**src/logic/seg_pkg.sv**
```systemverilog
package seg_pkg;

    localparam int NUM_DIGITS = 8;                 // Digits on the board

    typedef logic [7:0]            digit_code_t;   // Raw code of one digit
    typedef logic [7:0]            seg_pattern_t;  // Bit 0 is segment a, bit 7 is dp
    typedef logic [2:0]            digit_sel_t;    // Index of the lit digit
    typedef logic [NUM_DIGITS-1:0] digit_mask_t;   // One bit per digit
    typedef logic [7:0]            apb_addr_t;
    typedef logic [31:0]           apb_data_t;

    typedef struct packed {
        logic      psel;
        logic      penable;
        logic      pwrite;
        apb_addr_t paddr;
        apb_data_t pwdata;
    } apb_req_t;

    typedef struct packed {
        apb_data_t prdata;
        logic      pready;
        logic      pslverr;
    } apb_rsp_t;

    typedef struct packed {
        apb_data_t   digits_lo;                    // Digits 0..3, digit 0 in bits 7:0
        apb_data_t   digits_hi;                    // Digits 4..7, digit 4 in bits 7:0
        logic        enable;
        digit_mask_t dp_mask;
    } disp_cfg_t;

    localparam apb_addr_t REG_DIGITS_LO = 8'h00;
    localparam apb_addr_t REG_DIGITS_HI = 8'h04;
    localparam apb_addr_t REG_CTRL      = 8'h08;

    localparam int CTRL_EN_BIT = 0;                // Display enable in CTRL
    localparam int CTRL_DP_LSB = 8;                // Start of dp mask in CTRL
    localparam int SEG_DP      = 7;                // Decimal point bit of a pattern

    // Hex glyphs, active high, segment g in bit 6
    function automatic seg_pattern_t seg_decode(input digit_code_t code);
        seg_pattern_t pat;
        case (code)
            8'h00:   pat = 8'h3F;                  // 0
            8'h01:   pat = 8'h06;                  // 1
            8'h02:   pat = 8'h5B;                  // 2
            8'h03:   pat = 8'h4F;                  // 3
            8'h04:   pat = 8'h66;                  // 4
            8'h05:   pat = 8'h6D;                  // 5
            8'h06:   pat = 8'h7D;                  // 6
            8'h07:   pat = 8'h07;                  // 7
            8'h08:   pat = 8'h7F;                  // 8
            8'h09:   pat = 8'h6F;                  // 9
            8'h0A:   pat = 8'h77;                  // A
            8'h0B:   pat = 8'h7C;                  // Lower case b
            8'h0C:   pat = 8'h39;                  // C
            8'h0D:   pat = 8'h5E;                  // Lower case d
            8'h0E:   pat = 8'h79;                  // E
            8'h0F:   pat = 8'h71;                  // F
            default: pat = 8'h00;                  // Blank
        endcase
        return pat;
    endfunction

endpackage

```
**src/logic/apb_display_regs.sv**
```systemverilog
`timescale 1ns/1ns

module apb_display_regs import seg_pkg::*; (
    input  logic      clk,
    input  logic      rst_n,
    input  apb_req_t  apb_req,
    output apb_rsp_t  apb_rsp,
    output disp_cfg_t cfg
);

    logic        access;                           // Access phase of a transfer
    logic        wr_en;
    logic        hit_lo;
    logic        hit_hi;
    logic        hit_ctrl;
    logic        mapped;

    apb_data_t   digits_lo;
    apb_data_t   digits_hi;
    logic        enable;
    digit_mask_t dp_mask;

    apb_data_t   ctrl_rd;                          // CTRL as seen on readback
    apb_data_t   rd_data;

    assign access = apb_req.psel && apb_req.penable;
    assign wr_en  = access && apb_req.pwrite;

    // Word addresses only, anything else is unmapped
    assign hit_lo   = (apb_req.paddr == REG_DIGITS_LO);
    assign hit_hi   = (apb_req.paddr == REG_DIGITS_HI);
    assign hit_ctrl = (apb_req.paddr == REG_CTRL);
    assign mapped   = hit_lo || hit_hi || hit_ctrl;

    always_ff @(posedge clk or negedge rst_n) begin
        if (!rst_n) begin
            digits_lo <= '0;
            digits_hi <= '0;
        end else if (wr_en) begin
            if (hit_lo)
                digits_lo <= apb_req.pwdata;       // Full word
            if (hit_hi)
                digits_hi <= apb_req.pwdata;
        end
    end

    always_ff @(posedge clk or negedge rst_n) begin
        if (!rst_n) begin
            enable  <= 1'b0;                       // Display off after reset
            dp_mask <= '0;
        end else if (wr_en && hit_ctrl) begin
            enable  <= apb_req.pwdata[CTRL_EN_BIT];
            dp_mask <= apb_req.pwdata[CTRL_DP_LSB +: NUM_DIGITS];
        end
    end

    always_comb begin
        ctrl_rd                           = '0;    // Unused bits read as zero
        ctrl_rd[CTRL_EN_BIT]              = enable;
        ctrl_rd[CTRL_DP_LSB +: NUM_DIGITS] = dp_mask;
    end

    always_comb begin
        if (hit_lo)
            rd_data = digits_lo;
        else if (hit_hi)
            rd_data = digits_hi;
        else if (hit_ctrl)
            rd_data = ctrl_rd;
        else
            rd_data = '0;                          // Unmapped reads give zero
    end

    assign apb_rsp.prdata  = rd_data;
    assign apb_rsp.pready  = 1'b1;                 // No wait states
    assign apb_rsp.pslverr = access && !mapped;

    assign cfg = '{
        digits_lo: digits_lo,
        digits_hi: digits_hi,
        enable:    enable,
        dp_mask:   dp_mask
    };

    // Access phase must follow a setup phase with psel held
    penable_after_setup: assert property (
        @(posedge clk) disable iff (!rst_n)
        $rose(apb_req.penable) |-> apb_req.psel && $past(apb_req.psel && !apb_req.penable)
    ) else $error("penable rose without a setup phase");

    // Every access phase completes in the same cycle
    access_completes: assert property (
        @(posedge clk) disable iff (!rst_n)
        access |-> apb_rsp.pready
    ) else $error("pready low in access phase");

endmodule

```
**src/logic/scan_timer.sv**
```systemverilog
`timescale 1ns/1ns

module scan_timer import seg_pkg::*; #(
    parameter int SCAN_PERIOD = 50000              // Clocks per digit, at least 2
) (
    input  logic       clk,
    input  logic       rst_n,
    output digit_sel_t digit_idx
);

    localparam int               CNT_W    = $clog2(SCAN_PERIOD);
    localparam logic [CNT_W-1:0] CNT_LAST = CNT_W'(SCAN_PERIOD - 1);

    logic [CNT_W-1:0] cycle_cnt;
    logic             scan_step;                   // One cycle pulse per digit slot

    assign scan_step = (cycle_cnt == CNT_LAST);

    always_ff @(posedge clk or negedge rst_n) begin
        if (!rst_n) begin
            cycle_cnt <= '0;
        end else if (scan_step) begin
            cycle_cnt <= '0;
        end else begin
            cycle_cnt <= cycle_cnt + 1'b1;
        end
    end

    // Step enable instead of a divided clock, so everything stays on clk
    always_ff @(posedge clk or negedge rst_n) begin
        if (!rst_n) begin
            digit_idx <= '0;
        end else if (scan_step) begin
            digit_idx <= digit_idx + 3'd1;         // Wraps 7 to 0
        end
    end

endmodule

```
**src/logic/seg_digit_driver.sv**
```systemverilog
`timescale 1ns/1ns

module seg_digit_driver import seg_pkg::*; (
    input  logic         clk,
    input  logic         rst_n,
    input  disp_cfg_t    cfg,
    input  digit_sel_t   digit_idx,
    output digit_mask_t  seg_en,
    output seg_pattern_t seg_out
);

    apb_data_t    digit_word;                      // Register holding the active digit
    digit_code_t  digit_code;
    seg_pattern_t digit_pattern;
    digit_mask_t  digit_onehot;

    // Top index bit picks the register, the low two pick the byte
    assign digit_word = digit_idx[2] ? cfg.digits_hi : cfg.digits_lo;
    assign digit_code = digit_word[{digit_idx[1:0], 3'b000} +: 8];

    always_comb begin
        digit_pattern         = seg_decode(digit_code);
        digit_pattern[SEG_DP] = cfg.dp_mask[digit_idx];  // Dp on top of the glyph
    end

    assign digit_onehot = digit_mask_t'(1) << digit_idx;

    always_ff @(posedge clk or negedge rst_n) begin
        if (!rst_n) begin
            seg_en  <= '0;
            seg_out <= '0;
        end else if (cfg.enable) begin
            seg_en  <= digit_onehot;
            seg_out <= digit_pattern;
        end else begin
            seg_en  <= '0;                         // Display dark
            seg_out <= '0;
        end
    end

    // Never more than one digit lit
    seg_en_onehot0: assert property (
        @(posedge clk) disable iff (!rst_n)
        $onehot0(seg_en)
    ) else $error("more than one digit enabled");

endmodule

```
**src/logic/seg_display_top.sv**
```systemverilog
`timescale 1ns/1ns

module seg_display_top import seg_pkg::*; #(
    parameter int SCAN_PERIOD = 50000              // Clocks each digit stays lit
) (
    input  logic         clk,
    input  logic         rst_n,
    input  apb_req_t     apb_req,
    output apb_rsp_t     apb_rsp,
    output digit_mask_t  seg_en,
    output seg_pattern_t seg_out
);

    disp_cfg_t  cfg;                               // Register contents for the driver
    digit_sel_t digit_idx;                         // Active digit from the timer

    apb_display_regs u_apb_display_regs (
        .clk     (clk),
        .rst_n   (rst_n),
        .apb_req (apb_req),
        .apb_rsp (apb_rsp),
        .cfg     (cfg)
    );

    scan_timer #(
        .SCAN_PERIOD (SCAN_PERIOD)
    ) u_scan_timer (
        .clk       (clk),
        .rst_n     (rst_n),
        .digit_idx (digit_idx)
    );

    // Registered outputs, so a write shows up two cycles after its access phase
    seg_digit_driver u_seg_digit_driver (
        .clk       (clk),
        .rst_n     (rst_n),
        .cfg       (cfg),
        .digit_idx (digit_idx),
        .seg_en    (seg_en),
        .seg_out   (seg_out)
    );

endmodule

```
**config.mk**
```make
export PLATFORM = sky130hd
export DESIGN_NAME = seg_display_top
export DESIGN_NICKNAME = d
export VERILOG_FILES = /design/src/logic/seg_pkg.sv /design/src/logic/apb_display_regs.sv /design/src/logic/scan_timer.sv /design/src/logic/seg_digit_driver.sv /design/src/logic/seg_display_top.sv
export SDC_FILE = /design/constraint.sdc
export NUM_CORES = 1
export LEC_CHECK = 0
export ABC_CLOCK_PERIOD_IN_PS = 4300
export BUFFER_PORTS_ARGS = -buffer_cell sky130_fd_sc_hd__buf_2
export CAP_MARGIN = 20
export CORE_ASPECT_RATIO = 1.4
export CORE_MARGIN = 5
export CORE_UTILIZATION = 30
export CTS_CLUSTER_DIAMETER = 30
export DETAILED_ROUTE_END_ITERATION = 8
export SETUP_SLACK_MARGIN = 0.3
export SYNTH_ARGS = -nofsm -noshare
export SYNTH_HDL_FRONTEND = slang
export SYNTH_SLANG_ARGS = --single-unit
```
**constraint.sdc**
```tcl
create_clock -name clk -period 4.3 [get_ports clk]
set_input_delay 0.215 -clock clk [delete_from_list [all_inputs] [get_ports clk]]
set_output_delay 0.215 -clock clk [all_outputs]
set_load 0.01 [all_outputs]
```
Yosys cells after proc, flatten, opt, wreduce, memory -nomap -nowiden
Memories as Yosys holds them, arrays and structs flattened.
Index checks and enable logic that the tools add are counted.
{ "totals": {"wordCells": 38, "n_memories": 1, "regBits": 108, "inputBits": 45, "rom_bits": 112, "output_inout_bits": 50} }
{ "memory_table": {"columns": ["memory", "depth", "word_bits", "rd", "rd_clocked_by_memory_dff", "write_ports", "line", "source"], "rows": [
  ["(no name shown)", 16, 7, 1, 0, 0, "seg_pkg.sv:44", "case (code)"]
]} }
{ "op_classes": {"reduce_logical": 11, "add_sub_neg": 2, "mux": 10, "n_shift": 2, "n_eq_ne": 3, "order_cmp": 1} }
{ "ops": {"columns": ["cell", "count"], "rows": [
  ["32-bit 2-to-1 mux", 3],
  ["16-bit 2-to-1 mux", 2],
  ["32-bit by 6-bit indexed part select with 8-bit output", 1],
  ["16-bit by 1-bit adder with 16-bit output (second input constant)", 1],
  ["16-bit == test (second input constant)", 1],
  ["8-bit 2-to-1 mux", 2],
  ["8-bit by 3-bit == test with 1-bit output (second input constant)", 1],
  ["8-bit by 4-bit == test with 1-bit output (second input constant)", 1],
  ["8-bit logical NOT", 1],
  ["1-bit by 3-bit left shift with 8-bit output (first input constant)", 1],
  ["7-bit 2-to-1 mux", 1],
  ["1-bit logical AND", 4],
  ["4-bit logical NOT", 1],
  ["3-bit by 4-bit < comparator with 1-bit output (second input constant)", 1],
  ["2-bit AND reduction", 2],
  ["3-bit by 1-bit adder with 3-bit output (second input constant)", 1],
  ["1-bit binary-select mux with 3-bit select", 1],
  ["1-bit logical OR", 2],
  ["1-bit logical NOT", 1],
  ["1-bit 2-to-1 mux", 1]
]} }

Logic depth before layout (Yosys ltp)
Gate-level depths: netlist of run 1.
{ "logic_depth": {"word_depth": 5, "mapped_depth": 9, "mapped_depth_nobuf": 7} }

Hierarchy
From an unflattened synthesis of run 1, not the netlist that was laid out.
{ "hier_totals": {"hier_cells": 434, "hier_area_um2": 5451.5} }
{ "modules_own_cells": {"columns": ["mod", "area_each_um2", "cells_per_inst", "n_inst", "seq_area_each_um2"], "rows": [
  ["apb_display_regs", 3403.3, 260, 1, 1826.8],
  ["seg_digit_driver", 1164.9, 97, 1, 400.4],
  ["scan_timer", 883.3, 77, 1, 475.5]
]} }

Worst setup path after synthesis of run 1
Ideal clock, no wire load.
{ "synth_path": {"path_type": "reg-to-reg", "startpoint": "reg u_scan_timer.digit_idx[0]", "endpoint": "reg u_seg_digit_driver.seg_out[3]", "arrival_time_ns": 2.378, "required_ns": 4.222, "path_slack_ns": 1.844, "path_stages_with_launch": 9, "path_cell_list": "dfrtp_1 > buf_2 > mux4_2 > mux2i_1 > inv_1 > ha_1 > or2_2 > a21o_1 > a21oi_1"} }
{ "synth_between": {"elab_chain_len": 4, "elab_cells_between_ends": 5} }
{ "synth_lines": {"columns": ["element", "line", "source"], "rows": [
  ["start: declaration", "scan_timer.sv:8", "output digit_sel_t digit_idx"],
  ["start signal: assignment", "scan_timer.sv:34", "digit_idx <= digit_idx + 3'd1;"],
  ["32-bit by 6-bit indexed part select with 8-bit output (*)", "seg_digit_driver.sv:19", "assign digit_code = digit_word[{digit_idx[1:0], 3'b000} +: 8];"],
  ["memory read 16 x 7 bit / 4-bit logical NOT (equally long branches)", null, null],
  ["7-bit 2-to-1 mux (*)", "seg_pkg.sv:44", null],
  ["8-bit 2-to-1 mux (*)", "seg_digit_driver.sv:32", "end else if (cfg.enable) begin"],
  ["end signal: assignment", "seg_digit_driver.sv:34", "seg_out <= digit_pattern;"],
  ["end: declaration", "seg_digit_driver.sv:9", "output seg_pattern_t seg_out"]
]} }
Mark *: on every way between the ends. The rest lies on a longest branch, timed or not.
A chain may end at the register's enable or synchronous reset.

Final worst setup path of run 1
Same ends and word-level chain as after synthesis.

==> summary.md, run 1 <==
| Metric | Value |
|---|---|
| Layout fillers | between 1.5k and 2k |
| Area grow syn2layout | 18.6% |
| Internal | between 1 and 1.5 mW |
| Fin nets | 567 |
| Setup TNS | 0 ns |
| Setup crit end kind | flop |
| DIE AREA | 20500 µm² |
| Final Max Tran Viols | 0 |
| R2R Setup Slk | roughly 1.4 ns |
| Syn Nets | 480 |
| Mapped Area | between 5000 and 6000 µm² |
| Post-placement cell area | around 6000 µm² |
| DRT iter0 DRCs | between 150 and 200 |
| First-pass GRT wire length | 21200 µm |
| RSZ-0062 raised after global routing | false |
| Cell family with most CP delay | multiplexers |
| Port Buffer Count | 93 |
| H-tree depth | 3 |
| Worst-Margin Slew | 0.815 ns |
| Synth warn | 0 |
| HPWL Detailed | 9620 µm |
| CP max FO | 12 |
| Pre-Repair DR Iteration Count | 4 |
| # diodes | 0 |
| FF+latch area | ~2700 µm² |
| Total CTS buffers | 9 |
| Status | completed |
| Clock period minus worst slack | 2.94 ns |
| Starting Density | 0.305 |
| Vias in the first global route | 3930 |
| Synthesized instance count | roughly 420 |
| Grt total ovfl | 0 |
| WP data required | about 4.6 ns |
| Largest net degree at the start of global routing | 80 |
| Number of flops mapped to enable cells by yosys | 0 |
| Syn Area/Cell | 12.6 µm² |
| Ys flop type | dfrtp_1 |
| Final setup viols | 0 |
| Sequential area share after synthesis | 0.508 |
| Worst Hold Class | in2reg |
| Clk sinks | 108 |
| CP Cell Sequence | mux4_2 -> mux2i_1 -> inv_1 -> ha_1 -> or2_2 -> a21o_1 -> a21oi_1 |
| Avg WL per Cell | 17.5 µm |
| Fin crit share | 0.685 |
| Die Wd | 122 µm |
| IO Count | 95 |
| Max-Cap Viols | 0 |
| Buf+Inv Stages, Crit Path | 1 |
| Final Hold Vio Count | 0 |
| Switch share | 0.233 |
| Critical-path top delay cell | dfrtp_1 |
| Design Area, Final | around 6300 µm² |
| Routed vias | roughly 3.7k |
| Clk Latency, worst-skew pair | around 0.34 ns |
| Vias per cell | 4.92 |
| Num rows | 57 |
| Footprint of the multi-input gates | 2450 µm² |
| Flop pwr share | 0.542 |
| Worst vdd ir | roughly 220 µV |
| Post-cts resize count | 0 |
| Critical path type | reg2reg |
| Register clock-pin slew on the reported worst setup and hold paths | 0.07 ns |
| Final Skew | slightly above 0.006 ns |
| Clock root buffer | clkbuf_16 |
| Die Y | about 170 µm |
| Combinational power share | 0.049 |
| Ys async rst share | 1.00 |
| Largest stage delay, worst path | slightly above 0.7 ns |
| Count of cell types in the netlist | 43 |
| Post-DRT Antenna Nets | 0 |
| Synth top area share | 0.508 |
| Pwr Density | a little over 300 nW/µm² |
| Yosys reg bits | 108 |
| Initial antenna violation count | 0 |
| Total GRT Usage | 0.133 |
| Gp weighted congestion | just under 0.9 |
| Synth area leader | dfrtp_1 |
| Synth area leaders | dfrtp_1 51%, mux2_1 9.1%, mux2_2 6.8% |
| Sw power | between 0.4 and 0.5 mW |
| Clk buf depth | 2 |
| Worst hold slack | 0.0931 ns |
| DRC Markers | 0 |
| F_max | roughly 340 MHz |
| Routed WL | between 10000 and 15000 µm |
| CTS tree | yes |
| CP Launch Type | flop |
| Fin util | 0.362 |
| Layout cells sized above 1 | 0.323 |
| Leak Pwr | about 3.2 nW |
| Clk pwr share | 0.409 |
| Max-Slew Margin vs Limit | 0.441 |
| Worst EP arrival | 3.20 ns |
| Core Region | 17400 µm² |
-- cells in the final DEF, fill, tap and decap left out, types with 2 or more instances in the layout --
master,n
mux2_2,32
ha_1,13
nor2_1,38
mux2i_1,14
a311oi_1,2
mux2_1,43
nand2_1,14
buf_2,92
a21oi_1,14
nand3_1,11
inv_1,6
nor3_1,6
a22o_1,23
nor2b_1,3
buf_4,7
and3_1,7
clkinvlp_4,2
a211oi_1,2
nor4_1,10
clkbuf_16,9
and2_1,5
xor2_1,6
or2_2,2
mux4_2,12
xnor2_1,9
inv_6,3
dfrtp_1,108
-- cell usage after synthesis (all sizes together), types with 3 or more instances --
cell type  count
nand2         14
mux2i         15
and2           5
clkbuf         9
nor3           7
a22o          23
nor2b          3
inv            7
and3           7
dfrtp        108
mux2          75
nor2          38
mux4          12
buf           16
a21oi         14
ha            13
xor2           6
xnor2          9
nand3         11
nor4          11
-- per-stage QoR --
step                power (mW)  cells  worst slack [ns]
finish                    1.91    750              1.36
global route              1.98    750              1.21
CTS                       1.93    748              1.33
detailed placement        1.15    732              1.36
global placement          1.14    732              1.55
floorplan                 1.08    422              1.84
-- sequential cells by signal, indices dropped and copies added (netlist names) --
name	flops
u_apb_display_regs.digits_hi	32
u_apb_display_regs.digits_lo	32
u_apb_display_regs.dp_mask	8
u_apb_display_regs.enable	1
u_scan_timer.cycle_cnt	16
u_scan_timer.digit_idx	3
u_seg_digit_driver.seg_en	8
u_seg_digit_driver.seg_out	8
-- power by group through the flow --
| stage | combinational (mW) | sequential (mW) | clock, mW |
|---|---|---|---|
| detailed placement | 0.0904 | 1.06 | 0 |
| global route | 0.104 | 1.04 | 0.839 |
| finish | 0.0926 | 1.04 | 0.781 |
| floorplan | 0.0326 | 1.05 | 0 |
| CTS | 0.0909 | 1.04 | 0.806 |
| global placement | 0.0877 | 1.05 | 0 |
-- final cells by class --
class,count,area share
Clock inverter,6,0.00734
Sequential cell,108,0.429
Tap cell,236,0.0468
Inverter,7,0.00417
Clock buffer,10,0.0363
Timing Repair Buffer,101,0.0873
Multi-Input combinational cell,282,0.389
-- kinds of logic after synthesis --
| logic type | share of synthesized area |
|---|---|
| AOI/OAI and AO/OA | 0.0638 |
| xor gates and xnor gates | 0.0247 |
| adders and majority gates | 0.0306 |
| buffers and inverters | 0.0322 |
| DFF | 0.508 |
| muxes | 0.240 |
| other | 0.000706 |
| and+or+nand+nor | 0.0991 |
-- what timing repair did --
action                                 4_1_cts  5_1_grt
buffers inserted                             0        0
hold buffers                                 0        1
endpoints found under the hold margin        0       14
-- metal layers --
metal  wire [µm]  global-route usage  vias up
met5           0                   0        -
met4         359              0.0565        0
met3         524              0.0209       18
met2        6920               0.230      104
met1        5350               0.163     1874
li1            -                   -     1695
-- path summary, 6_finish.rpt --
path,startpoint,endpoint,cells after the start
setup / recovery,u_scan_timer.digit_idx[0],u_seg_digit_driver.seg_out[3],7
hold / removal,apb_req[31],u_apb_display_regs.digits_hi[31],2
setup reg to reg,u_scan_timer.digit_idx[0],u_seg_digit_driver.seg_out[3],7
hold reg to reg,u_scan_timer.cycle_cnt[0],u_scan_timer.cycle_cnt[0],1
max in group asynchronous,rst_n,u_scan_timer.cycle_cnt[3],4
min in group asynchronous,rst_n,u_apb_display_regs.digits_lo[14],2
-- worst register-to-register path, cell delays in order (launching register included) --
cell and delay (ns):
dfrtp_1 0.72, mux4_2 0.58, mux2i_1 0.48, inv_1 0.18
ha_1 0.28, or2_2 0.30, a21o_1 0.18, a21oi_1 0.15
(Power assumes the default switching activity.)
==> run 2, diff against run 1 <==
Settings changed: ABC_CLOCK_PERIOD_IN_PS 4300 to 2400.
Clock period 4.3 ns to 2.4 ns, I/O delays scaled along.
==> run 2 against run 1 <==
- cell area increased by 5.3%
- non-clock buffer count increased by 25
- clock skew increased by 0.0064 ns
- sequential share of layout area decreased by 2.1 points
- fmax increased by 42%
- largest cell class unchanged
==> summary.md, run 2 (same netlist as run 1, synthesis figures left out) <==
| Metric | Value |
|---|---|
| Worst-Margin Slew | roughly 0.76 ns |
| Clk sinks | between 100 and 150 |
| Final setup viols | 0 |
| Worst vdd ir | between 200 and 300 µV |
| Routed vias | around 3.8k |
| Critical path type | reg2reg |
| Register clock-pin slew on the reported worst setup and hold paths | 0.07 ns |
| Leading cell type in the layout, fill and taps excluded | dfrtp_1 |
| Layout cells sized above 1 | 0.358 |
| Setup crit end kind | flop |
| Die Wd | 122 µm |
| Clock root buffer | clkbuf_16 |
| WHS Path Cells | 2 |
| Worst EP arrival | 2.35 ns |
| Fin cells | approximately 780 |
| DRT iter0 DRCs | 170 |
| Post-DRT Antenna Nets | 0 |
| Clock period minus worst slack | roughly 2.1 ns |
| Vias in the first global route | around 4.1k |
| Clk buf depth | 2 |
| F_max | slightly below 500 MHz |
| DIE AREA | between 20000 and 25000 µm² |
| Most common cell on crit path | buf_4 |
| Largest net degree at the start of global routing | between 50 and 60 |
| Gp weighted congestion | 0.814 |
| Grt total ovfl | 0 |
| Reg2Reg Depth | 7 |
| Port Buffer Count | between 90 and 100 |
| Worst Hold Class | in2reg |
| Initial antenna violation count | 0 |
| DP Cell Count | ~750 |
| Biggest regs | u_apb_display_regs.digits_hi (32), u_apb_display_regs.digits_lo (32), u_scan_timer.cycle_cnt (16) |
| Num rows | 57 |
| H-tree depth | 3 |
| Clk Latency, worst-skew pair | around 0.35 ns |
| Starting Density | 0.305 |
| Final Skew | 0.0126 ns |
| Vias per cell | approximately 4.8 |
| Max-Slew Margin vs Limit | 0.492 |
| Die Y | between 150 and 200 µm |
| Setup TNS | 0 ns |
| Most frequent cells in the layout | 107 x dfrtp_1, 92 x buf_2, 43 x mux2_1, 38 x nor2_1, 31 x mux2_2 |
| DRC Markers | 0 |
| Fin util | 0.381 |
| Leak Pwr | 3.34 nW |
| CP Cell Sequence | buf_4 -> mux4_2 -> mux2i_4 -> buf_4 -> nand2_1 -> a21oi_1 -> o311a_1 |
| CP Launch Type | flop |
| Fin nets | 592 |
| Core Region | about 17000 µm² |
| Fin crit share | 0.867 |
| First-pass GRT wire length | between 20000 and 25000 µm |
| HPWL Detailed | about 10000 µm |
| CP max FO | 7 |
| IO Count | 95 |
| CTS tree | yes |
| Pre-Repair DR Iteration Count | 4 |
| Pwr Density | ~540 nW/µm² |
| Final Hold Vio Count | 0 |
| Area grow syn2layout | 24.9% |
| Layout fillers | 1702 |
| Cell family with most CP delay | multiplexers |
| Status | completed |
| Final Max Tran Viols | 0 |
| Buf+Inv Stages, Crit Path | 2 |
| Worst path depth | 7 |
| WP data required | around 2.7 ns |
| Max-Cap Viols | 0 |
| Total CTS buffers | 9 |
| Critical-path top delay cell | mux4_2 |
| # diodes | 0 |
| Largest stage delay, worst path | ~0.53 ns |
| Routed WL | roughly 14000 µm |
| Total GRT Usage | 0.137 |
| Avg WL per Cell | 17.7 µm |
| RSZ-0062 raised after global routing | true |
run 2: report_power, final:
| part | switching [mW] | internal (mW) |
|---|---|---|
| Sequential | 0.0162 | 1.84 |
| Combinational | 0.104 | 0.0834 |
| Clock | 0.688 | 0.846 |
run 2: final cells by class:
| class | instances | area [µm²] | share of cell area |
|---|---|---|---|
| clock buffers | 10 | 239 | 0.0360 |
| flip-flops and latches | 108 | 2700 | 0.407 |
| well taps | 236 | 295 | 0.0445 |
| clock inverters | 6 | 68.8 | 0.0104 |
| inverters | 7 | 32.5 | 0.00490 |
| multi-input cells | 282 | 2510 | 0.379 |
| repair buffers | 126 | 783 | 0.118 |
run 2: final timing paths:
kind / start / to / slack (ns)
max in group asynchronous: rst_n / u_scan_timer.digit_idx[2] / 1.25
hold / removal: apb_req[31] / u_apb_display_regs.digits_hi[31] / 0.008
setup reg to reg: u_scan_timer.digit_idx[2] / u_seg_digit_driver.seg_out[0] / 0.32
setup / recovery: u_scan_timer.digit_idx[2] / u_seg_digit_driver.seg_out[0] / 0.32
hold reg to reg: u_scan_timer.cycle_cnt[0] / u_scan_timer.cycle_cnt[0] / 0.49
min in group asynchronous: rst_n / u_apb_display_regs.digits_lo[7] / 0.39
run 2: routing by layer:
| metal | track usage | vias to the layer above | part of all wire |
|---|---|---|---|
| met5 | 0 | - | 0 |
| met4 | 0.0541 | 0 | 0.025 |
| met3 | 0.0297 | 21 | 0.047 |
| met2 | 0.236 | 103 | 0.52 |
| met1 | 0.164 | 1887 | 0.41 |
| li1 | - | 1742 | - |
run 2: metrics by stage:
stage | hold slack (ns) | power [mW] | area, µm² | setup slack (ns)
after floorplan | -0.176 | 1.94 | 5360 | 0.270
after global placement | 0.216 | 2.06 | 6160 | 0.145
after detailed placement | 0.230 | 2.07 | 6160 | 0.144
after CTS | 0.00185 | 3.62 | 6610 | 0.300
after global routing | 0.0104 | 3.70 | 6640 | 0.244
final | 0.00802 | 3.58 | 6640 | 0.320
run 2: timing repair:
action                                  CTS  global route
endpoints found under the hold margin    63             0
endpoints found under the setup margin    7            15
gates resized for setup                   5             6
hold buffers                              9             0
pin swaps                                 1             0
buffers inserted                          3             2
gates cloned                              0             0
==> run 3, diff against run 2 <==
Settings changed: CORE_UTILIZATION 30 to 51, PLACE_DENSITY set to 0.77, SYNTH_HIERARCHICAL set to 1.
==> run 3 against run 2 <==
- synthesized cell count increased by 2.8%
- worst setup slack got worse by 0.082 ns
- first-iteration DRC count decreased by 7.1%
- non-clock buffer count increased by 2
- clock power about the same
- combinational power increased by 10%
- critical path type unchanged
- the run now ends with negative hold slack left
==> summary.md, run 3 <==
| Metric | Value |
|---|---|
| RSZ-0062 raised after global routing | true |
| Setup WS pre-CTS | ~0.23 ns |
| Syn Nets | slightly below 500 |
| Starting Density | 0.524 |
| DRT iter0 DRCs | 158 |
| Most frequent cells in the layout | 108 x dfrtp_1, 92 x buf_2, 43 x nor2_1, 43 x mux2_2, 36 x mux2i_1 |
| Fin nets | roughly 600 |
| Worst vdd ir | just over 400 µV |
| CTS tree | yes |
| Initial antenna violation count | 0 |
| Worst-Margin Slew | 0.636 ns |
| Synth area leader | dfrtp_1 |
| Final Max Tran Viols | 0 |
| Fin worst setup slack | between 0.2 and 0.25 ns |
| Post-placement cell area | about 6000 µm² |
| Critical path type | reg2reg |
| Clk pwr share | 0.425 |
| Final Hold Vio Count | 1 |
| Grt total ovfl | 0 |
| Worst EP arrival | 2.40 ns |
| Vias in the first global route | roughly 4.1k |
| WHS Path Cells | 2 |
| Leak Pwr | roughly 3.4 nW |
| Pwr Total | around 3.6 mW |
| FF-to-FF End | u_seg_digit_driver/seg_out[0] |
| DP Cell Count | approximately 660 |
| Die Y | 132 µm |
| Total GRT Usage | 0.201 |
| First-pass GRT wire length | around 21000 µm |
| Flop pwr share | 0.518 |
| Total CTS buffers | 9 |
| Worst hold slack | -0.000790 ns |
| Area grow syn2layout | 22.4% |
| H-tree depth | 3 |
| Vias per cell | 5.58 |
| Footprint of the multi-input gates | 2680 µm² |
| DRC Markers | 0 |
| HPWL Detailed | between 8000 and 9000 µm |
| Setup crit end kind | flop |
| Pwr Density | approximately 540 nW/µm² |
| Sw power | 0.825 mW |
| Failing checks | negative hold slack |
| Final setup viols | 0 |
| Syn Area/Cell | between 10 and 15 µm² |
| Fin cells | roughly 690 |
| F_max | 463 MHz |
| Clock root buffer | clkbuf_16 |
| DIE AREA | around 13000 µm² |
| Ys flop type | dfrtp_1 |
| Status | complete, but fails checks |
| # diodes | 0 |
| Worst Hold Class | in2reg |
| Setup TNS | 0 ns |
| Most frequent cells after synthesis | 108 x dfrtp_1, 43 x mux2_2, 43 x nor2_1 |
| Yosys reg bits | between 100 and 150 |
| Clock period minus worst slack | roughly 2.2 ns |
| Sequential area share after synthesis | 0.496 |
| Clk buf depth | 2 |
| Hold EP | u_apb_display_regs/digits_hi[4] |
| Synth warn | 6 |
| Synth area leaders | dfrtp_1 50%, mux2_2 8.9%, mux2i_1 7.3% |
| Count of cell types in the netlist | 49 |
| Largest net degree at the start of global routing | 48 |
| Most common cell in the netlist | dfrtp_1 |
| IO Count | between 90 and 100 |
| Synthesized instance count | approximately 430 |
| R2R Setup Slk | between 0.2 and 0.25 ns |
| Internal | 2.76 mW |
| Reg2Reg Depth | 7 |
| Core Region | 10400 µm² |
| Ys async rst share | 1.00 |
| Routed vias | around 3.9k |
| Fin util | 0.641 |
| Number of flops mapped to enable cells by yosys | 0 |
| Max-Cap Viols | 0 |
| Max-Slew Margin vs Limit | 0.575 |
| Layout fillers | 800 |
| Design Area, Final | 6670 µm² |
| Routed WL | 12600 µm |
| Pre-Repair DR Iteration Count | 4 |
| CP max FO | 5 |
| FF+latch area | between 2000 and 3000 µm² |
| WP data required | about 2.6 ns |
| Die Wd | 97.4 µm |
| Post-DRT Antenna Nets | 0 |
| Leading cell type in the layout, fill and taps excluded | dfrtp_1 |
| Layout cells sized above 1 | 0.415 |
| Fin crit share | 0.901 |
| Port Buffer Count | between 90 and 100 |
| Clk Latency, worst-skew pair | 0.35 ns |
| R2r startpoint | u_scan_timer/digit_idx[2] |
| Gp weighted congestion | between 0.8 and 0.9 |
| Combinational power share | 0.058 |
| Final Skew | slightly below 0.009 ns |
| Avg WL per Cell | 18.2 µm |
| Synth top area share | 0.496 |
| Mapped Area | 5450 µm² |
| Register clock-pin slew on the reported worst setup and hold paths | roughly 0.070 ns |
| Biggest regs | u_apb_display_regs/digits_hi (32), u_apb_display_regs/digits_lo (32), u_scan_timer/cycle_cnt (16) |
| Num rows | 44 |
| Clk sinks | around 110 |
| Worst hold path startpoint | apb_req[4] |
| CP Launch Type | flop |
| Switch share | 0.231 |
-- run 3: changes by cell type after synthesis, moves of 6 or more --
| cell | before | now |
|---|---|---|
| and3_1 | 7 | 1 |
| mux2_2 | 32 | 43 |
| mux2i_1 | 14 | 40 |
| nand2_1 | 14 | 21 |
| mux2_1 | 43 | 32 |
| a22o_1 | 23 | 0 |
| or2_2 | 2 | 9 |
-- run 3: worst max-delay path, cell delays in order (launching register included) --
cell     delay, ns
dfrtp_1       0.39
buf_6         0.13
mux4_2        0.53
mux2i_4       0.21
buf_6         0.16
ha_2          0.21
nor2b_1       0.07
o311a_1       0.32
-- run 3: timing repair --
action                                 CTS  global route
buffers inserted                         7             6
gates resized for setup                  5            16
hold buffers                             4             2
endpoints found under the hold margin   48             2
setup endpoints to repair                6             7
pin swaps                                1             7
-- run 3: worst max path at each step --
stage                                         start                             to  slack [ns]  cells past startpoint
after floorplan           u_scan_timer/digit_idx[2]  u_seg_digit_driver/seg_out[6]        0.32                      9
after global placement    u_scan_timer/digit_idx[2]  u_seg_digit_driver/seg_out[0]        0.31                      6
after detailed placement  u_scan_timer/digit_idx[2]  u_seg_digit_driver/seg_out[6]        0.23                      8
after CTS                 u_scan_timer/digit_idx[2]  u_seg_digit_driver/seg_out[3]        0.30                      9
after global routing      u_scan_timer/digit_idx[2]  u_seg_digit_driver/seg_out[0]        0.19                      7
final                     u_scan_timer/digit_idx[2]  u_seg_digit_driver/seg_out[0]        0.24                      7
-- run 3: cell type report --
class,instances,area share
clock inverter,7,0.0124
sequential,108,0.405
timing repair buffer,128,0.118
inverter,5,0.00319
multi-input combinational,297,0.401
clock buffer,9,0.0338
tap,138,0.0259
-- run 3: per-layer routing --
layer	GRT usage	part of all wire	vias to the layer above
li1	-	-	1780
met1	0.238	0.40	1967
met2	0.350	0.53	94
met3	0.0556	0.051	21
met4	0.0662	0.020	0
met5	0	0	-
-- run 3: kinds of logic after synthesis --
| kind of cell | share of synthesized area |
|---|---|
| adder cells (fa/ha/maj) | 0.0184 |
| AO/OA/AOI/OAI | 0.0250 |
| other | 0.000688 |
| XOR/XNOR | 0.0241 |
| flip-flops | 0.496 |
| multiplexers | 0.282 |
| AND/OR/NAND/NOR | 0.123 |
| buffers and inverters | 0.0314 |
-- run 3: power groups by stage --
stage	clock, mW	combinational [mW]	sequential, mW
global route	1.63	0.228	1.86
floorplan	0	0.0816	1.88
detailed placement	0	0.191	1.89
finish	1.52	0.206	1.85
CTS	1.53	0.199	1.85
global placement	0	0.185	1.89
